===== src/rtl/fetch_cfg.svh =====
`ifndef FETCH_CFG_SVH
`define FETCH_CFG_SVH

// boot address, first word fetched once reset drops
`define FETCH_RESET_PC 32'hbfc0_0000

// trap entry until software moves it, word aligned
`define FETCH_EXC_VECTOR_RST 32'hbfc0_0380

// extra memory cycles per fetch out of reset
`define FETCH_WAIT_RST 2'd1

// word address bits of the instruction memory, 256 words
`define IMEM_AW 8

`endif


===== src/rtl/fetch_pkg.sv =====
`default_nettype none

`include "fetch_cfg.svh"

package fetch_pkg;

    // bit of the exception code flagging a misaligned fetch
    localparam int EXC_ADEL_BIT = 6;

    // taken branch from decode
    typedef struct packed {
        logic        taken;
        logic [31:0] target;
    } br_bus_t;

    // trap entry or return
    typedef struct packed {
        logic        is_exc;
        logic        is_eret;
        logic [31:0] epc;
    } exc_eret_bus_t;

    // instruction handed to decode
    typedef struct packed {
        logic        exc;
        logic [7:0]  exc_code;
        logic [31:0] inst;
        logic [31:0] pc;
    } fs_to_ds_bus_t;

    typedef struct packed {
        logic [31:0] exc_vector;
        logic [1:0]  wait_states;
    } fetch_cfg_t;

    typedef struct packed {
        logic        valid;
        logic [31:0] addr;
    } imem_req_t;

    // program load, word addressed
    typedef struct packed {
        logic                we;
        logic [`IMEM_AW-1:0] addr;
        logic [31:0]         data;
    } imem_load_t;

endpackage

`default_nettype wire


===== src/rtl/fetch_csr.sv =====
`timescale 1ns/1ps
`default_nettype none

`include "fetch_cfg.svh"

module fetch_csr (
    input  logic                   clk,
    input  logic                   reset,
    input  logic                   cfg_we,
    input  logic                   cfg_sel,
    input  logic [31:0]            cfg_wdata,
    output fetch_pkg::fetch_cfg_t  cfg
);

    logic [31:0] exc_vector_q;
    logic [1:0]  wait_q;

    // sel 0 writes the vector, sel 1 the wait count
    always_ff @(posedge clk) begin
        if (reset) begin
            exc_vector_q <= `FETCH_EXC_VECTOR_RST;
            wait_q       <= `FETCH_WAIT_RST;
        end else if (cfg_we) begin
            if (cfg_sel) begin
                wait_q <= cfg_wdata[1:0];
            end else begin
                // trap target always word aligned
                exc_vector_q <= {cfg_wdata[31:2], 2'b00};
            end
        end
    end

    assign cfg.exc_vector  = exc_vector_q;
    assign cfg.wait_states = wait_q;

endmodule

`default_nettype wire


===== config.mk =====
export PLATFORM = sky130hd
export DESIGN_NAME = fetch_csr
export DESIGN_NICKNAME = d
export VERILOG_FILES = /design/src/rtl/fetch_pkg.sv /design/src/rtl/fetch_csr.sv
export VERILOG_INCLUDE_DIRS = /design/src /design/src/rtl
export SDC_FILE = /design/constraint.sdc
export NUM_CORES = 1
export LEC_CHECK = 0
export BUFFER_PORTS_ARGS = -buffer_cell sky130_fd_sc_hd__buf_2
export CAP_MARGIN = 25
export CORE_UTILIZATION = 48
export CTS_CLUSTER_DIAMETER = 30
export DETAILED_ROUTE_END_ITERATION = 10
export HOLD_SLACK_MARGIN = 0.08
export PLACE_DENSITY = 0.8
export SYNTH_ARGS = -nofsm -noshare
export SYNTH_HDL_FRONTEND = slang
export SYNTH_SLANG_ARGS = --single-unit

===== constraint.sdc =====
create_clock -name clk -period 2.35 [get_ports clk]
set_input_delay 0.1175 -clock clk [delete_from_list [all_inputs] [get_ports clk]]
set_output_delay 0.1175 -clock clk [all_outputs]
set_load 0.005 [all_outputs]

==> metrics.yaml <==
synth.distinct_cells: 17
vdd_ir_drop_max_uv: 433
drv_slew: 0
worst_pin_slew_ps: 796
die_x_um: 56.5
cts_tree: "built"
critPathMaxFanout: 30
hold_path_depth: 3
dpl.cell_count: 228
clk_latency_ps: 320
wl_per_cell_um: 13.2
leakagePower_nw: 0.895
gp_congestion: 0.793
vias: 1346
ys_seq_area_frac: 0.450
critPathBufInv: 1
holdPathEnd: "wait_q[1]"
path_delay_family: "simple AND/OR/NAND/NOR gates"
critPathRequiredTime_ps: 2610
hold_path_class: "primary input to flip-flop"
start_util: 0.512
clk_pin_slew_ps: 90
crit_chain: "buf_2, and2b_4, mux2i_1"
critPathLaunchType: "primary input"
dr.pass1.iters: 4
row_count: 19
cts_made_buffers: 5
dp_hpwl_um: 2110
clockBufferDepth: 2
synth_area_um2: 1430
slowest_delay_ps: 510
synth_common_cells: "32 x dfxtp_1, 24 x nor2_1, 18 x nand2b_1, 18 x nand4bb_1, 18 x o21ai_1"
fin_skew_ps: 0
cap_violations: 0
grt_pass1_vias: 1363
crit-reg2reg-capture: "wait_q[0]"
utilization: 0.742
avgViaCountPerCell: 5.02
yosys_warnings: 0
startpoint: "cfg_we"
r2r_start: "wait_q[0]"
crit_path_top_delay_cell: "and2b_4"
ys_async_sr_fraction: 0
drive_above_1_share: 0.312
cts_sinks: 32
post_layout_nonfiller_instances: 268
top_usage_layer: "met2"
endpoint_kind: "flip-flop"
n_antenna_cell: 0
synth-edff-count: 0
port_buffers: 67
yosysTopAreaCell: "dfxtp_1"
setup_ws_ps: 1420
grt_max_degree: 63
synthCells: 144
status: "finished clean"
worstRegToRegCells: 2
fin_setup_tns_ps: 0
grt_usage: 0.237
ant_nets: 0
grtUsageMet2: 0.422
powerDensity_nw_per_um2: 529
rsz0062_at_grt: "false"
finalHoldViolations: 0
use_met1: 0.243
io_pins: 70
yosysMostFrequentCell: "dfxtp_1"
coreArea_um2: 2780
relSlewSlack: 0.469
gr-total-overflow: 0
synth_flop_cell: "dfxtp_1"
num-nets-final: 272
synth_top_area_frac: 0.450
routed_wl_um: 3530
grt_util_met3: 0.0968
dieHeight_um: 56.5
worstSetupPathType: "primary input to flip-flop"
post-place-ws_ps: 1050
grt_pass1_wl_um: 5750
arrival_ps: 1190
ctsResizeCount: 0
areaGrowthSynthToFinish_pct: 44.9
remaining_drc_errors: 0
max_clock_freq_mhz: 1070
htreeDepth: 2
finalWorstPathRequiredPeriod_ps: 932
r2r_slack_ps: 1530
min_period_over_period: 0.397
syn_avg_cell_area_um2: 9.90
ys_ff_latch: 32
synthTopCellsByArea: "dfxtp_1 45%, nand4bb_1 14%, mux2i_1 8.4%"
hold_start: "cfg_sel"
root_buffer: "clkbuf_4"
drt_iter0_markers: 31
finalSetupViolCount: 0
die-area_um2: 3190
grt_antenna_before_repair: 0
-- cell usage in the layout, fill, tap and decap left out --
cell,Yosys,layout
nand4bb_1,18,18
nand3_1,1,1
nor2_1,24,24
conb_1,1,2
a21bo_1,1,1
buf_2,4,67
clkbuf_4,0,5
a21oi_1,1,1
dlygate4sd3_1,0,32
dfxtp_1,32,32
clkbuf_1,2,2
nand2b_1,18,18
clkbuf_8,0,1
a21boi_1,1,1
a311o_1,1,1
mux2i_1,12,12
and2b_4,1,1
o21ai_1,18,18
-- power breakdown --
group,switching (mW),internal [mW],total (mW)
clock network,0.174,0.147,0.322
registers,0.0143,0.570,0.584
logic,0.0752,0.110,0.185
-- tightest hold or removal path, cell delays in order --
cell,delay (ps)
buf_2,200
nand3_1,120
a21oi_1,50
-- final cells by class --
cell class                      instances  area (µm²)
Multi-Input combinational cell         98         671
Sequential cell                        32         641
Tap cell                               31        38.8
Clock buffer                            8        58.8
Fill cell                             208         717
Timing Repair Buffer                   99         656
-- metrics by stage --
stage	power, mW	hold WS, ps	instance area [µm²]
CTS	1.10	196	2060
global placement	0.733	354	1690
detailed placement	0.739	371	1690
global route	1.14	246	2060
floorplan	0.686	262	1430
finish	1.09	206	2060
-- cell families (layout without fill, tap and decap cells) --
logic type,count (synthesis),count (layout),share of synthesized area
buffers and inverters,15,107,0.0825
AND/OR/NAND/NOR,62,62,0.295
other,1,2,0.00263
AO/OA/AOI/OAI,22,22,0.0860
flip-flops,32,32,0.450
multiplexers,12,12,0.0843
-- timing repair --
action | in CTS | in global routing
setup buffers | 0 | 0
hold endpoints to repair | 32 | 0
hold buffers | 32 | 0
-- flip-flops by register name, summed over array words and instances (netlist names) --
signal        count
wait_q            2
exc_vector_q     30
-- routing by layer --
metal | wire length (µm) | vias up
met5 | 0 | -
met4 | 68 | 0
met3 | 271 | 8
li1 | - | 677
met1 | 1430 | 607
met2 | 1760 | 54
-- worst max path at each step --
stage / depth (start not counted) / slack, ps / end
after global placement: 3 / 1130 / exc_vector_q[8]
after floorplan: 2 / 1570 / wait_q[0]
final: 3 / 1420 / exc_vector_q[31]
after global routing: 3 / 1350 / exc_vector_q[29]
after detailed placement: 3 / 1050 / exc_vector_q[29]
after CTS: 1 / 1410 / cfg[18]
(Power assumes the default switching activity.)
