--- src/rtl/fetch_cfg.svh ---
`ifndef FETCH_CFG_SVH
`define FETCH_CFG_SVH

// boot address, first word fetched once reset drops
`define FETCH_RESET_PC 32'hbfc0_0000

// trap entry until software moves it, word aligned
`define FETCH_EXC_VECTOR_RST 32'hbfc0_0380

// extra memory cycles per fetch out of reset
`define FETCH_WAIT_RST 2'd1

// word address bits of the instruction memory, 256 words
`define IMEM_AW 8

`endif

--- src/rtl/fetch_pkg.sv ---
`default_nettype none

`include "fetch_cfg.svh"

package fetch_pkg;

    // bit of the exception code flagging a misaligned fetch
    localparam int EXC_ADEL_BIT = 6;

    // taken branch from decode
    typedef struct packed {
        logic        taken;
        logic [31:0] target;
    } br_bus_t;

    // trap entry or return
    typedef struct packed {
        logic        is_exc;
        logic        is_eret;
        logic [31:0] epc;
    } exc_eret_bus_t;

    // instruction handed to decode
    typedef struct packed {
        logic        exc;
        logic [7:0]  exc_code;
        logic [31:0] inst;
        logic [31:0] pc;
    } fs_to_ds_bus_t;

    typedef struct packed {
        logic [31:0] exc_vector;
        logic [1:0]  wait_states;
    } fetch_cfg_t;

    typedef struct packed {
        logic        valid;
        logic [31:0] addr;
    } imem_req_t;

    // program load, word addressed
    typedef struct packed {
        logic                we;
        logic [`IMEM_AW-1:0] addr;
        logic [31:0]         data;
    } imem_load_t;

endpackage

`default_nettype wire

--- src/rtl/if_stage.sv ---
`timescale 1ns/1ps
`default_nettype none

`include "fetch_cfg.svh"

module if_stage (
    input  logic                      clk,
    input  logic                      reset,
    input  logic                      flush,
    input  logic                      ds_allowin,
    input  fetch_pkg::br_bus_t        br_bus,
    input  fetch_pkg::exc_eret_bus_t  exc_eret_bus,
    input  logic [31:0]               exc_vector,
    output logic                      fs_to_ds_valid,
    output fetch_pkg::fs_to_ds_bus_t  fs_to_ds_bus,
    output fetch_pkg::imem_req_t      imem_req,
    input  logic                      imem_data_ok,
    input  logic [31:0]               imem_rdata
);

    import fetch_pkg::*;

    logic        to_fs_valid;
    logic        fs_valid;
    logic [31:0] fs_pc;
    logic        fs_ready_go;
    logic        fs_allowin;
    logic        transfer;
    logic        accept_pc;

    logic [31:0] seq_pc;
    logic        redirect;
    logic [31:0] redirect_pc;
    logic [31:0] next_pc;

    logic        inst_buf_valid;
    logic [31:0] inst_buf;

    logic        fs_adel;
    logic [7:0]  exc_code;

    // next pc selection
    assign seq_pc   = fs_pc + 32'd4;
    assign redirect = exc_eret_bus.is_exc || exc_eret_bus.is_eret || br_bus.taken;

    always_comb begin
        if (exc_eret_bus.is_exc) begin
            redirect_pc = exc_vector;
        end else if (exc_eret_bus.is_eret) begin
            redirect_pc = exc_eret_bus.epc;
        end else begin
            redirect_pc = br_bus.target;
        end
    end

    // pc holds while decode stalls, so the sequential pc is held with it
    assign next_pc = redirect ? redirect_pc : seq_pc;

    assign to_fs_valid    = !reset;
    // a return in the flush cycle is dropped
    // older returns never come since the flush request replaces them
    assign fs_ready_go    = (imem_data_ok || inst_buf_valid) && !flush;
    assign fs_to_ds_valid = fs_valid && fs_ready_go;
    assign transfer       = fs_to_ds_valid && ds_allowin;
    assign fs_allowin     = !fs_valid || transfer;

    // flush restarts the fetch whatever is held
    assign accept_pc = to_fs_valid && (fs_allowin || flush);

    assign imem_req.valid = accept_pc;
    assign imem_req.addr  = next_pc;

    always_ff @(posedge clk) begin
        if (reset) begin
            fs_valid <= 1'b0;
            // one word before boot so the first sequential pc is the boot pc
            fs_pc    <= `FETCH_RESET_PC - 32'd4;
        end else if (accept_pc) begin
            fs_valid <= 1'b1;
            fs_pc    <= next_pc;
        end
    end

    // returned word kept until decode takes it
    always_ff @(posedge clk) begin
        if (reset) begin
            inst_buf_valid <= 1'b0;
        end else if (accept_pc) begin
            inst_buf_valid <= 1'b0;
        end else if (imem_data_ok) begin
            inst_buf_valid <= 1'b1;
        end
    end

    always_ff @(posedge clk) begin
        if (imem_data_ok) begin
            inst_buf <= imem_rdata;
        end
    end

    // misaligned fetch raises address error
    assign fs_adel  = fs_pc[1:0] != 2'b00;
    assign exc_code = 8'(fs_adel) << EXC_ADEL_BIT;

    assign fs_to_ds_bus.exc      = |exc_code;
    assign fs_to_ds_bus.exc_code = exc_code;
    assign fs_to_ds_bus.inst     = inst_buf_valid ? inst_buf : imem_rdata;
    assign fs_to_ds_bus.pc       = fs_pc;

endmodule

`default_nettype wire

--- config.mk ---
export PLATFORM = sky130hd
export DESIGN_NAME = if_stage
export DESIGN_NICKNAME = d
export VERILOG_FILES = /design/src/rtl/fetch_pkg.sv /design/src/rtl/if_stage.sv
export VERILOG_INCLUDE_DIRS = /design/src /design/src/rtl
export SDC_FILE = /design/constraint.sdc
export NUM_CORES = 1
export LEC_CHECK = 0
export BUFFER_PORTS_ARGS = -buffer_cell sky130_fd_sc_hd__buf_2
export CAP_MARGIN = 20
export CELL_PAD_IN_SITES_DETAIL_PLACEMENT = 1
export CELL_PAD_IN_SITES_GLOBAL_PLACEMENT = 1
export CORE_MARGIN = 2
export CORE_UTILIZATION = 36
export CTS_BUF_LIST = sky130_fd_sc_hd__clkbuf_2
export CTS_CLUSTER_SIZE = 14
export DETAILED_ROUTE_END_ITERATION = 12
export PLACE_DENSITY_LB_ADDON = 0.1
export RECOVER_POWER = 100
export SYNTH_ARGS = -nofsm -noshare
export SYNTH_HDL_FRONTEND = slang
export SYNTH_SLANG_ARGS = --single-unit
--- constraint.sdc ---
create_clock -name clk -period 2.69 [get_ports clk]
set_input_delay 0.269 -clock clk [delete_from_list [all_inputs] [get_ports clk]]
set_output_delay 0.269 -clock clk [all_outputs]
set_load 0.005 [all_outputs]
==> flow_summary.toml <==
[placed_design]
gp_congestion = 0.823
post-place-ws_ns = 0.310
io_buffers = 235
dp_hpwl_mm = 13.3

[finish]
area_delta_synth_final_pct = 43.9
multi_input_area_mm2 = 0.00275
drive_gt1_frac = 0.430
nFillCells = 1610
seq_area_mm2 = 0.00168
fin_util = 0.528
nets = 925
n_antenna_cell = 0

[synth]
yosysTopAreaCell = "edfxtp_1"
synth_area_per_cell_um2 = 8.83
synth_edf_count = 32
synthCells = 520
synth_top_area_share = 0.209
async_reset_ff_frac = 0
syn_area_mm2 = 0.00459
yosys_register_bits = 66
synth_ff_type = "dfxtp_1"
synth.area.top_cells = "edfxtp_1 21%, dfxtp_1 15%, mux2_2 8.3%, o21ai_0 5.1%, nand2_1 4.3%"
ys.warnings.count = 0
ys_seq_area_frac = 0.358
netlist-cell-type-count = 65

[timing]
fin_crit_ns = 2.59
timing.hold.ws_ns = 0.0900
drv_slew = 34
worst_slack_ns = 0.0990
setup_viol = 0
hold_viol = 0
fmax_mhz = 386
max_slew_margin = -0.149
clock_skew_ns = 0.0279
post-route-period-util = 0.963
rsz0062_at_grt = "yes"
worst_pin_slew_ns = 1.72

[die]
io_pins = 243
die_y_um = 117
num_rows = 41
core_area_mm2 = 0.0125
die_w_um = 117
die_area_mm2 = 0.0137
start_util = 0.367

[global_route]
grt_use_total = 0.263
grt_pass1_wl_mm = 27.7
grt_max_degree = 35
first_global_vias = 5194
grt_antenna_before_repair = 0
grt.overflow.total = 0

[clock_tree]
cts_buffer_depth = 2
htree_levels = 3
cts-root-buf = "clkbuf_2"
path_clk_slew_ns = 0.23
cts-buffers-inserted = 9
clock_sinks = 66
clk_latency_ns = 0.52
cts_tree = "done"

[detailed_routing]
drt.antenna.violating_nets = 0
route.detailed.drc = 0
drt_iter0_drc = 225
drtPass1Iterations = 5
wire_per_inst_um = 19.8
vias = 5199
routed_via_density = 5.39
postRouteWirelength_mm = 19.1

[critical_path]
r2r-start = "fs_pc[9]"
startpoint = "fs_pc[3]"
end_kind = "output port"
slowest_delay_ns = 0.42
cp_cell_sequence = "ha_2, and4_4, nand3_4, or3_4, a31oi_2, buf_2"
arrival_ns = 2.32
worstSetupPathType = "reg -> out"
cp-start-kind = "flip-flop"
worst-path-max-fanout = 9
reg2reg_to = "fs_pc[29]"
r2r_cells = 6
ff2ff_setup_slack_ns = 0.76
crit_end = "imem_req[14]"
slowest_stage = "dfxtp_4"
cp.required_ns = 2.42

[power_and_ir_drop]
p_leak_uw = 0.00278
power_density_mw_per_mm2 = 462
total_power_uw = 3050
vdd_ir_drop_max_mv = 0.207

[outcome]
status = "finished with violations"
violations = "max-capacitance violations, max-slew violations"

[min_path]
hp-start = "exc_vector[3]"
hp-class = "in -> reg"

[run]
max-cap-violations = 1
layout make-up:
type	count	area share
clock buffers	10	0.00758
clock inverters	6	0.0208
inverters	6	0.00341
multi-input cells	399	0.417
flip-flops and latches	66	0.254
well taps	172	0.0326
repair buffers	306	0.265
worst min path at each step:
stage / endpoint / cells past startpoint / slack, ns
after floorplan: inst_buf[0] / 0 / 0.37
after global placement: inst_buf[26] / 1 / 0.46
after detailed placement: inst_buf[26] / 1 / 0.46
after CTS: fs_pc[10] / 3 / 0.09
after global routing: fs_pc[10] / 3 / 0.06
final: fs_pc[3] / 3 / 0.09
placed cells by master, fill, tap and decap left out, types with 6 or more instances in the layout:
master         count
clkbuf_2          10
and2_1             6
mux2_2            34
dlygate4sd3_1     32
nand2_1           53
clkbuf_1          32
conb_1             7
a221o_1           10
a21bo_2            6
nor2_1            30
edfxtp_1          32
a31oi_1            8
nor2b_1            6
a21oi_1           28
dfxtp_1           15
xnor2_1           11
mux2i_1            7
nand3_1           10
and4_1             7
nor3_1            13
buf_4             37
dfxtp_2           15
a22oi_1            9
nand4_1            7
buf_2            204
o21ai_0           46
o211ai_1           8
o22ai_1            6
xor2_1            11
flip-flops by register name, summed over array words and instances, names as in the netlist:
| register | flops |
|---|---|
| fs_valid | 1 |
| inst_buf | 32 |
| fs_pc | 32 |
| inst_buf_valid | 1 |
cells in the mapped netlist, drive strengths merged (10+ instances only):
library cell	count
a21oi	28
a221o	10
and4	12
buf	31
clkbuf	25
dfxtp	34
edfxtp	32
mux2	34
nand2	53
nand3	12
nor2	30
nor3	16
o21ai	48
xnor2	11
xor2	11
critical path, delay by kind of cell (launching register included):
kind	cells	cell delay, ns
AND/OR/NAND/NOR	3	0.80
adder cells (fa/ha/maj)	1	0.20
AO/OA/AOI/OAI	1	0.21
flip-flops	1	0.42
buffers and inverters	1	0.15
layer usage:
layer  global-route usage  vias to the layer above  part of all wire
met2                0.466                      212              0.50
li1                     -                     2492                 -
met1                0.332                     2477              0.42
met5                    0                        -                 0
met3               0.0546                       18             0.069
met4               0.0580                        0             0.013
per-stage QoR:
stage / setup TNS (ns) / area (µm²) / cells
after floorplan: 0 / 4610 / 526
after global placement: 0 / 5930 / 905
after detailed placement: 0 / 5930 / 905
after CTS: 0 / 6480 / 953
after global routing: -0.0946 / 6600 / 965
final: 0 / 6600 / 965
power by group:
| group | internal (µW) | switching (µW) | leakage, µW |
|---|---|---|---|
| logic | 423 | 478 | 0.00208 |
| clock network | 503 | 409 | 0.000107 |
| registers | 1150 | 87.3 | 0.000594 |
timing repair:
item	in CTS	in global routing
setup endpoints to repair	11	15
setup buffers	0	11
gates cloned	0	1
gates resized for setup	17	26
hold buffers	32	0
pin swaps	0	8
endpoints found under the hold margin	32	0
logic make-up (layout without fill, tap and decap cells):
| family | count (synthesis) | in the layout | synth area share |
|---|---|---|---|
| mux | 41 | 41 | 0.0987 |
| buf+inv | 62 | 328 | 0.0670 |
| fa+ha+maj | 1 | 1 | 0.00273 |
| xor+xnor | 22 | 22 | 0.0420 |
| flops | 66 | 66 | 0.358 |
| simple gates | 174 | 175 | 0.213 |
| compound gates | 153 | 153 | 0.219 |
| other cells | 1 | 7 | 0.000817 |
Power figures use the tool's default switching activity.
